===== src/logic/ex_ctrl_pkg.sv =====
package ex_ctrl_pkg;

    typedef enum logic [3:0] {
        ALU_ADD,
        ALU_SUB,
        ALU_SLL,
        ALU_SLT,
        ALU_SLTU,
        ALU_XOR,
        ALU_SRL,
        ALU_SRA,
        ALU_OR,
        ALU_AND,
        ALU_PASS_B // lui
    } alu_op_e;

    typedef enum logic [3:0] {
        BR_NONE,
        BR_BEQ,
        BR_BNE,
        BR_BLT,
        BR_BGE,
        BR_BLTU,
        BR_BGEU,
        BR_JAL,
        BR_JALR
    } br_op_e;

    typedef enum logic {SRC_A_RS1, SRC_A_PC} src_a_e;
    typedef enum logic {SRC_B_RS2, SRC_B_IMM} src_b_e;
    typedef enum logic {WB_ALU, WB_LINK} wb_sel_e; // link is pc + 4

endpackage


===== src/logic/rv_isa_pkg.sv =====
package rv_isa_pkg;

    localparam logic [6:0] FUNCT7_ALT = 7'b0100000; // selects sub and sra
    localparam int unsigned ALT_BIT = 30; // same bit inside an I-type shift immediate

    typedef enum logic [6:0] {
        OPC_OP     = 7'b0110011,
        OPC_OP_IMM = 7'b0010011,
        OPC_LUI    = 7'b0110111,
        OPC_AUIPC  = 7'b0010111,
        OPC_JAL    = 7'b1101111,
        OPC_JALR   = 7'b1100111,
        OPC_BRANCH = 7'b1100011
    } opcode_e;

    typedef enum logic [2:0] {
        F3_BEQ  = 3'b000,
        F3_BNE  = 3'b001,
        F3_BLT  = 3'b100,
        F3_BGE  = 3'b101,
        F3_BLTU = 3'b110,
        F3_BGEU = 3'b111
    } branch_f3_e;

    typedef enum logic [2:0] {
        F3_ADD_SUB = 3'b000,
        F3_SLL     = 3'b001,
        F3_SLT     = 3'b010,
        F3_SLTU    = 3'b011,
        F3_XOR     = 3'b100,
        F3_SRL_SRA = 3'b101,
        F3_OR      = 3'b110,
        F3_AND     = 3'b111
    } alu_f3_e;

endpackage

===== src/logic/decode_execute_top.sv =====
module decode_execute_top
    import ex_ctrl_pkg::*;
#(
    parameter int XLEN = 64
) (
    input  logic            clk,
    input  logic            reset_i,
    input  logic            in_valid_i,
    input  logic [31:0]     instr_i,
    input  logic [XLEN-1:0] pc_i,
    input  logic [XLEN-1:0] rs1_data_i,
    input  logic [XLEN-1:0] rs2_data_i,
    input  logic            stall_i,
    input  logic            flush_i,
    output logic            wb_valid_o,
    output logic [4:0]      wb_rd_o,
    output logic [XLEN-1:0] wb_data_o,
    output logic            redirect_o,
    output logic [XLEN-1:0] redirect_pc_o
);

    alu_op_e         dec_alu_op;
    src_a_e          dec_src_a;
    src_b_e          dec_src_b;
    br_op_e          dec_br_op;
    wb_sel_e         dec_wb_sel;
    logic            dec_rd_we;
    logic [4:0]      dec_rd;
    logic [31:0]     dec_imm;

    logic            ex_valid;
    logic [XLEN-1:0] ex_pc;
    logic [XLEN-1:0] ex_rs1;
    logic [XLEN-1:0] ex_rs2;
    logic [XLEN-1:0] ex_imm;
    alu_op_e         ex_alu_op;
    src_a_e          ex_src_a;
    src_b_e          ex_src_b;
    br_op_e          ex_br_op;
    wb_sel_e         ex_wb_sel;
    logic            ex_rd_we;
    logic [4:0]      ex_rd;

    logic [XLEN-1:0] alu_result;
    logic            br_taken;
    logic [XLEN-1:0] br_target;

    inst_decode u_decode (
        .instr_i  (instr_i),
        .alu_op_o (dec_alu_op),
        .src_a_o  (dec_src_a),
        .src_b_o  (dec_src_b),
        .br_op_o  (dec_br_op),
        .wb_sel_o (dec_wb_sel),
        .rd_we_o  (dec_rd_we),
        .rd_o     (dec_rd),
        .imm_o    (dec_imm)
    );

    id_ex_reg #(.XLEN(XLEN)) u_id_ex (
        .clk        (clk),
        .reset_i    (reset_i),
        .stall_i    (stall_i),
        .flush_i    (flush_i),
        .valid_i    (in_valid_i),
        .pc_i       (pc_i),
        .rs1_data_i (rs1_data_i),
        .rs2_data_i (rs2_data_i),
        .alu_op_i   (dec_alu_op),
        .src_a_i    (dec_src_a),
        .src_b_i    (dec_src_b),
        .br_op_i    (dec_br_op),
        .wb_sel_i   (dec_wb_sel),
        .rd_we_i    (dec_rd_we),
        .rd_i       (dec_rd),
        .imm_i      (dec_imm),
        .valid_o    (ex_valid),
        .pc_o       (ex_pc),
        .rs1_data_o (ex_rs1),
        .rs2_data_o (ex_rs2),
        .imm_o      (ex_imm),
        .alu_op_o   (ex_alu_op),
        .src_a_o    (ex_src_a),
        .src_b_o    (ex_src_b),
        .br_op_o    (ex_br_op),
        .wb_sel_o   (ex_wb_sel),
        .rd_we_o    (ex_rd_we),
        .rd_o       (ex_rd)
    );

    alu #(.XLEN(XLEN)) u_alu (
        .alu_op_i   (ex_alu_op),
        .src_a_i    (ex_src_a),
        .src_b_i    (ex_src_b),
        .pc_i       (ex_pc),
        .rs1_data_i (ex_rs1),
        .rs2_data_i (ex_rs2),
        .imm_i      (ex_imm),
        .result_o   (alu_result)
    );

    branch_unit #(.XLEN(XLEN)) u_branch (
        .br_op_i    (ex_br_op),
        .pc_i       (ex_pc),
        .rs1_data_i (ex_rs1),
        .rs2_data_i (ex_rs2),
        .imm_i      (ex_imm),
        .taken_o    (br_taken),
        .target_o   (br_target)
    );

    ex_writeback #(.XLEN(XLEN)) u_writeback (
        .clk           (clk),
        .reset_i       (reset_i),
        .stall_i       (stall_i),
        .valid_i       (ex_valid),
        .rd_we_i       (ex_rd_we),
        .rd_i          (ex_rd),
        .wb_sel_i      (ex_wb_sel),
        .pc_i          (ex_pc),
        .alu_result_i  (alu_result),
        .taken_i       (br_taken),
        .target_i      (br_target),
        .wb_valid_o    (wb_valid_o),
        .wb_rd_o       (wb_rd_o),
        .wb_data_o     (wb_data_o),
        .redirect_o    (redirect_o),
        .redirect_pc_o (redirect_pc_o)
    );

endmodule


===== src/logic/ex_writeback.sv =====
module ex_writeback
    import ex_ctrl_pkg::*;
#(
    parameter int XLEN = 64
) (
    input  logic            clk,
    input  logic            reset_i,
    input  logic            stall_i,
    input  logic            valid_i,
    input  logic            rd_we_i,
    input  logic [4:0]      rd_i,
    input  wb_sel_e         wb_sel_i,
    input  logic [XLEN-1:0] pc_i,
    input  logic [XLEN-1:0] alu_result_i,
    input  logic            taken_i,
    input  logic [XLEN-1:0] target_i,
    output logic            wb_valid_o,
    output logic [4:0]      wb_rd_o,
    output logic [XLEN-1:0] wb_data_o,
    output logic            redirect_o,
    output logic [XLEN-1:0] redirect_pc_o
);

    logic [XLEN-1:0] link_addr;

    assign link_addr = pc_i + XLEN'(4);

    always_ff @(posedge clk) begin
        if (reset_i || stall_i) begin
            wb_valid_o <= 1'b0; // bubble
            redirect_o <= 1'b0;
        end else begin
            wb_valid_o <= valid_i && rd_we_i;
            redirect_o <= valid_i && taken_i;
        end
    end

    always_ff @(posedge clk) begin
        wb_rd_o       <= rd_i;
        wb_data_o     <= (wb_sel_i == WB_LINK) ? link_addr : alu_result_i;
        redirect_pc_o <= target_i;
    end

endmodule


===== src/logic/branch_unit.sv =====
module branch_unit
    import ex_ctrl_pkg::*;
#(
    parameter int XLEN = 64
) (
    input  br_op_e          br_op_i,
    input  logic [XLEN-1:0] pc_i,
    input  logic [XLEN-1:0] rs1_data_i,
    input  logic [XLEN-1:0] rs2_data_i,
    input  logic [XLEN-1:0] imm_i,
    output logic            taken_o,
    output logic [XLEN-1:0] target_o
);

    logic            eq;
    logic            lt_s;
    logic            lt_u;
    logic [XLEN-1:0] base;
    logic [XLEN-1:0] sum;

    assign eq   = (rs1_data_i == rs2_data_i);
    assign lt_s = ($signed(rs1_data_i) < $signed(rs2_data_i));
    assign lt_u = (rs1_data_i < rs2_data_i);

    assign base     = (br_op_i == BR_JALR) ? rs1_data_i : pc_i;
    assign sum      = base + imm_i;
    assign target_o = (br_op_i == BR_JALR) ? {sum[XLEN-1:1], 1'b0} : sum; // jalr clears bit 0

    always_comb begin
        case (br_op_i)
            BR_BEQ:  taken_o = eq;
            BR_BNE:  taken_o = !eq;
            BR_BLT:  taken_o = lt_s;
            BR_BGE:  taken_o = !lt_s;
            BR_BLTU: taken_o = lt_u;
            BR_BGEU: taken_o = !lt_u;
            BR_JAL,
            BR_JALR: taken_o = 1'b1;
            default: taken_o = 1'b0;
        endcase
    end

endmodule


===== src/logic/alu.sv =====
module alu
    import ex_ctrl_pkg::*;
#(
    parameter int XLEN = 64
) (
    input  alu_op_e         alu_op_i,
    input  src_a_e          src_a_i,
    input  src_b_e          src_b_i,
    input  logic [XLEN-1:0] pc_i,
    input  logic [XLEN-1:0] rs1_data_i,
    input  logic [XLEN-1:0] rs2_data_i,
    input  logic [XLEN-1:0] imm_i,
    output logic [XLEN-1:0] result_o
);

    localparam int SHW = $clog2(XLEN); // 6 bits at 64, 5 at 32

    logic [XLEN-1:0] op_a;
    logic [XLEN-1:0] op_b;
    logic [SHW-1:0]  shamt;

    assign op_a  = (src_a_i == SRC_A_PC) ? pc_i : rs1_data_i;
    assign op_b  = (src_b_i == SRC_B_IMM) ? imm_i : rs2_data_i;
    assign shamt = op_b[SHW-1:0];

    always_comb begin
        case (alu_op_i)
            ALU_ADD:    result_o = op_a + op_b;
            ALU_SUB:    result_o = op_a - op_b;
            ALU_SLL:    result_o = op_a << shamt;
            ALU_SLT:    result_o = XLEN'($signed(op_a) < $signed(op_b));
            ALU_SLTU:   result_o = XLEN'(op_a < op_b);
            ALU_XOR:    result_o = op_a ^ op_b;
            ALU_SRL:    result_o = op_a >> shamt;
            ALU_SRA:    result_o = $unsigned($signed(op_a) >>> shamt);
            ALU_OR:     result_o = op_a | op_b;
            ALU_AND:    result_o = op_a & op_b;
            ALU_PASS_B: result_o = op_b;
            default:    result_o = '0;
        endcase
    end

endmodule


===== src/logic/id_ex_reg.sv =====
module id_ex_reg
    import ex_ctrl_pkg::*;
#(
    parameter int XLEN = 64
) (
    input  logic            clk,
    input  logic            reset_i,
    input  logic            stall_i,
    input  logic            flush_i,
    input  logic            valid_i,
    input  logic [XLEN-1:0] pc_i,
    input  logic [XLEN-1:0] rs1_data_i,
    input  logic [XLEN-1:0] rs2_data_i,
    input  alu_op_e         alu_op_i,
    input  src_a_e          src_a_i,
    input  src_b_e          src_b_i,
    input  br_op_e          br_op_i,
    input  wb_sel_e         wb_sel_i,
    input  logic            rd_we_i,
    input  logic [4:0]      rd_i,
    input  logic [31:0]     imm_i,
    output logic            valid_o,
    output logic [XLEN-1:0] pc_o,
    output logic [XLEN-1:0] rs1_data_o,
    output logic [XLEN-1:0] rs2_data_o,
    output logic [XLEN-1:0] imm_o,
    output alu_op_e         alu_op_o,
    output src_a_e          src_a_o,
    output src_b_e          src_b_o,
    output br_op_e          br_op_o,
    output wb_sel_e         wb_sel_o,
    output logic            rd_we_o,
    output logic [4:0]      rd_o
);

    always_ff @(posedge clk) begin
        if (reset_i || flush_i) begin
            valid_o  <= 1'b0;
            alu_op_o <= ALU_ADD;
            src_a_o  <= SRC_A_RS1;
            src_b_o  <= SRC_B_RS2;
            br_op_o  <= BR_NONE;
            wb_sel_o <= WB_ALU;
            rd_we_o  <= 1'b0;
            rd_o     <= 5'd0;
        end else if (!stall_i) begin
            valid_o  <= valid_i;
            alu_op_o <= alu_op_i;
            src_a_o  <= src_a_i;
            src_b_o  <= src_b_i;
            br_op_o  <= br_op_i;
            wb_sel_o <= wb_sel_i;
            rd_we_o  <= rd_we_i;
            rd_o     <= rd_i;
        end
    end

    always_ff @(posedge clk) begin
        if (!stall_i) begin
            pc_o       <= pc_i;
            rs1_data_o <= rs1_data_i;
            rs2_data_o <= rs2_data_i;
            imm_o      <= {{(XLEN-32){imm_i[31]}}, imm_i}; // sign extend to xlen
        end
    end

endmodule


===== src/logic/inst_decode.sv =====
module inst_decode
    import rv_isa_pkg::*;
    import ex_ctrl_pkg::*;
(
    input  logic [31:0] instr_i,
    output alu_op_e     alu_op_o,
    output src_a_e      src_a_o,
    output src_b_e      src_b_o,
    output br_op_e      br_op_o,
    output wb_sel_e     wb_sel_o,
    output logic        rd_we_o,
    output logic [4:0]  rd_o,
    output logic [31:0] imm_o
);

    logic [31:0] imm_i_type;
    logic [31:0] imm_u_type;
    logic [31:0] imm_b_type;
    logic [31:0] imm_j_type;
    logic        we;
    alu_f3_e     f3;

    function automatic alu_op_e alu_from_f3(input alu_f3_e fn, input logic alt);
        alu_op_e op;
        case (fn)
            F3_ADD_SUB: op = alt ? ALU_SUB : ALU_ADD;
            F3_SLL:     op = ALU_SLL;
            F3_SLT:     op = ALU_SLT;
            F3_SLTU:    op = ALU_SLTU;
            F3_XOR:     op = ALU_XOR;
            F3_SRL_SRA: op = alt ? ALU_SRA : ALU_SRL;
            F3_OR:      op = ALU_OR;
            default:    op = ALU_AND;
        endcase
        return op;
    endfunction

    assign f3 = alu_f3_e'(instr_i[14:12]);
    assign rd_o = instr_i[11:7];

    assign imm_i_type = {{20{instr_i[31]}}, instr_i[31:20]};
    assign imm_u_type = {instr_i[31:12], 12'b0};
    assign imm_b_type = {{19{instr_i[31]}}, instr_i[31], instr_i[7], instr_i[30:25],
                         instr_i[11:8], 1'b0};
    assign imm_j_type = {{11{instr_i[31]}}, instr_i[31], instr_i[19:12], instr_i[20],
                         instr_i[30:21], 1'b0};

    always_comb begin
        alu_op_o = ALU_ADD;
        src_a_o  = SRC_A_RS1;
        src_b_o  = SRC_B_RS2;
        br_op_o  = BR_NONE;
        wb_sel_o = WB_ALU;
        we       = 1'b0;
        imm_o    = 32'd0;
        case (opcode_e'(instr_i[6:0]))
            OPC_OP: begin
                alu_op_o = alu_from_f3(f3, instr_i[31:25] == FUNCT7_ALT);
                we       = 1'b1;
            end
            OPC_OP_IMM: begin
                // only the shift form has an alternate encoding
                alu_op_o = alu_from_f3(f3, instr_i[ALT_BIT] && (f3 == F3_SRL_SRA));
                src_b_o  = SRC_B_IMM;
                imm_o    = imm_i_type;
                we       = 1'b1;
            end
            OPC_LUI: begin
                alu_op_o = ALU_PASS_B;
                src_b_o  = SRC_B_IMM;
                imm_o    = imm_u_type;
                we       = 1'b1;
            end
            OPC_AUIPC: begin
                src_a_o = SRC_A_PC;
                src_b_o = SRC_B_IMM;
                imm_o   = imm_u_type;
                we      = 1'b1;
            end
            OPC_JAL: begin
                br_op_o  = BR_JAL;
                wb_sel_o = WB_LINK;
                imm_o    = imm_j_type;
                we       = 1'b1;
            end
            OPC_JALR: begin
                br_op_o  = BR_JALR;
                wb_sel_o = WB_LINK;
                imm_o    = imm_i_type;
                we       = 1'b1;
            end
            OPC_BRANCH: begin
                imm_o = imm_b_type;
                case (branch_f3_e'(instr_i[14:12]))
                    F3_BEQ:  br_op_o = BR_BEQ;
                    F3_BNE:  br_op_o = BR_BNE;
                    F3_BLT:  br_op_o = BR_BLT;
                    F3_BGE:  br_op_o = BR_BGE;
                    F3_BLTU: br_op_o = BR_BLTU;
                    F3_BGEU: br_op_o = BR_BGEU;
                    default: br_op_o = BR_NONE; // reserved funct3
                endcase
            end
            default: ; // unknown opcode, no effect
        endcase
    end

    assign rd_we_o = we && (rd_o != 5'd0); // x0 is never written

endmodule


===== config.mk =====
export PLATFORM = sky130hd
export DESIGN_NAME = decode_execute_top
export DESIGN_NICKNAME = d
export VERILOG_FILES = /design/src/logic/ex_ctrl_pkg.sv /design/src/logic/rv_isa_pkg.sv /design/src/logic/decode_execute_top.sv /design/src/logic/ex_writeback.sv /design/src/logic/branch_unit.sv /design/src/logic/alu.sv /design/src/logic/id_ex_reg.sv /design/src/logic/inst_decode.sv
export SDC_FILE = /design/constraint.sdc
export NUM_CORES = 2
export LEC_CHECK = 0
export BUFFER_PORTS_ARGS = -buffer_cell sky130_fd_sc_hd__buf_2
export CAP_MARGIN = 25
export CORE_UTILIZATION = 25
export CTS_CLUSTER_SIZE = 20
export DETAILED_ROUTE_END_ITERATION = 10
export GPL_TIMING_DRIVEN = 1
export PLACE_DENSITY = 0.41
export SLEW_MARGIN = 10
export SYNTH_ARGS = -nofsm -noshare
export SYNTH_HDL_FRONTEND = slang
export SYNTH_HIERARCHICAL = 1
export SYNTH_SLANG_ARGS = --single-unit

===== constraint.sdc =====
create_clock -name clk -period 17.4 [get_ports clk]
set_input_delay 1.74 -clock clk [delete_from_list [all_inputs] [get_ports clk]]
set_output_delay 1.74 -clock clk [all_outputs]
set_load 0.02 [all_outputs]

==> impl_results.md <==
- Status: finished, final reports clean
- Most frequent cells in the layout: 499 x nand2_1, 454 x nor2_1, 422 x a21oi_1, 364 x buf_2, 340 x mux2i_1
- Die area: 0.168 mm^2
- Startpoint Class: flop
- CP startpoint: u_id_ex/src_a_o$_SDFFE_PP0N_
- Routed WL: 247000 um
- Routed len/inst: 32.8 um
- RSZ-0062 raised after global routing: false
- H-tree levels: 2
- Setup TNS: 0 ps
- 1st-iter DRT viols: 5206
- Max Cap Viol: 0
- Cts bufs inserted: 44
- Count of final max-slew check failures: 0
- Ys flop type: edfxtp_1
- Postcts setup bufs: 0
- All-Layer GR Usage: 28.2%
- Antenna Nets Post-Route: 0
- Largest net degree at the start of global routing: 139
- Slew @ Worst Pin: 1360 ps
- Clk_lat worst skew: 620 ps
- Layout Nets: 5862
- Fill count: 18100
- Mapped Area: 0.0415 mm^2
- Cell area after layout: 0.0468 mm^2
- Post-route minimum period: 7690 ps
- Pleak: 19.1 nW
- Cells after synthesis: 5170
- Chip Height: 410 um
- Final setup viols: 0
- FF-to-FF setup slack: 9710 ps
- Crit Path Class: reg2reg
- Reg2reg path depth: 14
- Setup crit end: u_writeback/wb_data_o[0]$_DFF_P_
- Final Hold Violating Endpoints: 0
- Placement Setup Slack: 9990 ps
- Synth Warn #: 6
- Tot Pwr: 4.08 mW
- Clock sink count: 377
- Post-layout util: 28.4%
- Detailed Routing Iterations Pass 1: 6
- Worst r2r src: u_id_ex/src_a_o$_SDFFE_PP0N_
- Setup ws final: 9710 ps
- Synthesized flop and latch total: 377
- Critical Path End Type: flop
- Hold Slack: 350 ps
- Hold depth: 0
- First-pass GRT wire length: 340000 um
- Worst path required time: 17940 ps
- Via/cell ratio: 5.87
- RR Endpoint: u_writeback/wb_data_o[0]$_DFF_P_
- Slew headroom: 9.47%
- Post-synth EDFFs: 224
- Post-CTS Resized: 0
- CTS tree: built
- Class of the worst hold path: reg2reg
- Fraction of layout cells with a size suffix above 1: 15.6%
- Vias post-DR: 44200
- Syn_area_per_cell: 8.03 um^2
- Num rows: 149
- DP HPWL: 200000 um
- I/O pin cnt: 364
- Width of the die: 410 um
- CP Data Arrival Time: 8230 ps
- Tcrit/Tclk final: 44.2%
- Post-synth cell types: 126
- Clock Path Buffers: 3
- Syn_nets: 5727
- Port Buf Inserts: 363
- Pwr dens: 87.1 mW/mm^2
- Routability Congestion: 1.02
- Drt drc: 0
- Core box area: 0.165 mm^2
- Initial antenna violation count: 20
- Fmax: 0.130 GHz
- Placed Area: 0.0452 mm^2
- Gr ovfl total: 0
- CTS clk-pin slew, worst paths: 60 ps
- Commonest non-fill, non-tap cell in the layout: nand2_1
- Vias in the first global route: 41800
- Final cell count without fillers: 7533
- Max VDD drop: 68.9 uV
- Initial Util: 25.2%
- Root Driver: clkbuf_16
- P&R area growth vs syn: 12.6%
- Seq/Total Area, Yosys: 23.6%
- Hold-fix buffer count after cts: 0
- Worst-path maximum fanout: 38
- Post-Route Skew: 56.8 ps
- Synth async-reset ratio: 0%
- Placed cells: 7444
area by class of cell:
class                      count  area (um^2)  area share, %
sequential                   377         9800           21.0
multi-input combinational   4121        28900           61.8
clock inverter                27          300          0.642
tap                         2189         2740           5.85
clock buffer                  55         1230           2.64
antenna                        3         7.51         0.0160
inverter                     298         1130           2.43
timing repair buffer         463         2630           5.62
worst min-delay path by stage:
stage / endpoint / startpoint / slack, ps
2_1_floorplan: u_writeback/wb_rd_o[0]$_DFF_P_ / u_id_ex/rd_o[0]$_SDFFE_PP0N_ / 330
3_3_place_gp: u_writeback/wb_rd_o[1]$_DFF_P_ / u_id_ex/rd_o[1]$_SDFFE_PP0N_ / 330
3_5_place_dp: u_writeback/wb_rd_o[1]$_DFF_P_ / u_id_ex/rd_o[1]$_SDFFE_PP0N_ / 340
4_1_cts: u_writeback/wb_rd_o[1]$_DFF_P_ / u_id_ex/rd_o[1]$_SDFFE_PP0N_ / 350
5_1_grt: u_writeback/wb_rd_o[3]$_DFF_P_ / u_id_ex/rd_o[3]$_SDFFE_PP0N_ / 360
6_report: u_writeback/wb_rd_o[1]$_DFF_P_ / u_id_ex/rd_o[1]$_SDFFE_PP0N_ / 350
power by group:
group | internal (mW) | leakage [nW] | total [mW] | switching (mW)
combinational | 0.570 | 14.9 | 1.88 | 1.31
clock | 0.572 | 0.758 | 1.00 | 0.433
sequential | 1.08 | 3.47 | 1.19 | 0.107
metal layers:
metal  wire (um)  up-vias  track usage, %  part of all wire [%]
met3       18900      399            3.93                   7.7
met2      105000     2302            42.6                    43
met1      112000    22000            39.9                    45
li1            -    19500               -                     -
met5         125        -               0                 0.051
met4       11400       22            11.3                   4.6
synth_stat cells, types with 66 or more instances:
cell / number / area, um^2
mux2_2: 121 / 1360
nand3_1: 102 / 510
nand4_1: 90 / 563
clkbuf_1: 203 / 762
xnor2_1: 71 / 622
o22ai_1: 75 / 469
dfxtp_1: 153 / 3060
o21ai_0: 271 / 1360
edfxtp_1: 224 / 6730
ha_1: 325 / 4070
nor3_1: 90 / 450
a21o_1: 109 / 818
nand2_1: 503 / 1890
inv_1: 284 / 1070
mux2i_1: 343 / 3430
nor2_1: 459 / 1720
a31oi_1: 66 / 413
o211ai_1: 97 / 728
a21oi_1: 422 / 2110
sequential cells by signal, indices dropped and copies added, names as in the netlist, 4 cells and up:
name,cells
u_id_ex/rs2_data_o,64
u_id_ex/alu_op_o,4
u_id_ex/br_op_o,4
u_id_ex/pc_o,64
u_writeback/redirect_pc_o,64
u_id_ex/rd_o,5
u_id_ex/imm_o,32
u_id_ex/rs1_data_o,64
u_writeback/wb_data_o,64
u_writeback/wb_rd_o,5
critical path, cell delays in order (launching register included):
cell      delay [ps]
dfxtp_4          690
buf_4            810
mux2i_1          850
inv_1            260
ha_1             340
a21oi_1          570
a21oi_1          160
nor3_1           530
o211ai_1         600
o311ai_0         960
a31oi_1          260
o21ai_0          210
a21oi_1          160
o211ai_1         790
mux2_2           310
cells by family after synthesis:
group / share of synthesized area, %
AO/OA/AOI/OAI: 25.9
AND/OR/NAND/NOR: 18.0
buffers and inverters: 7.11
multiplexers: 13.3
flip-flops: 23.6
adder cells (fa/ha/maj): 9.93
XOR/XNOR: 2.19
Power figures use the tool's default switching activity.
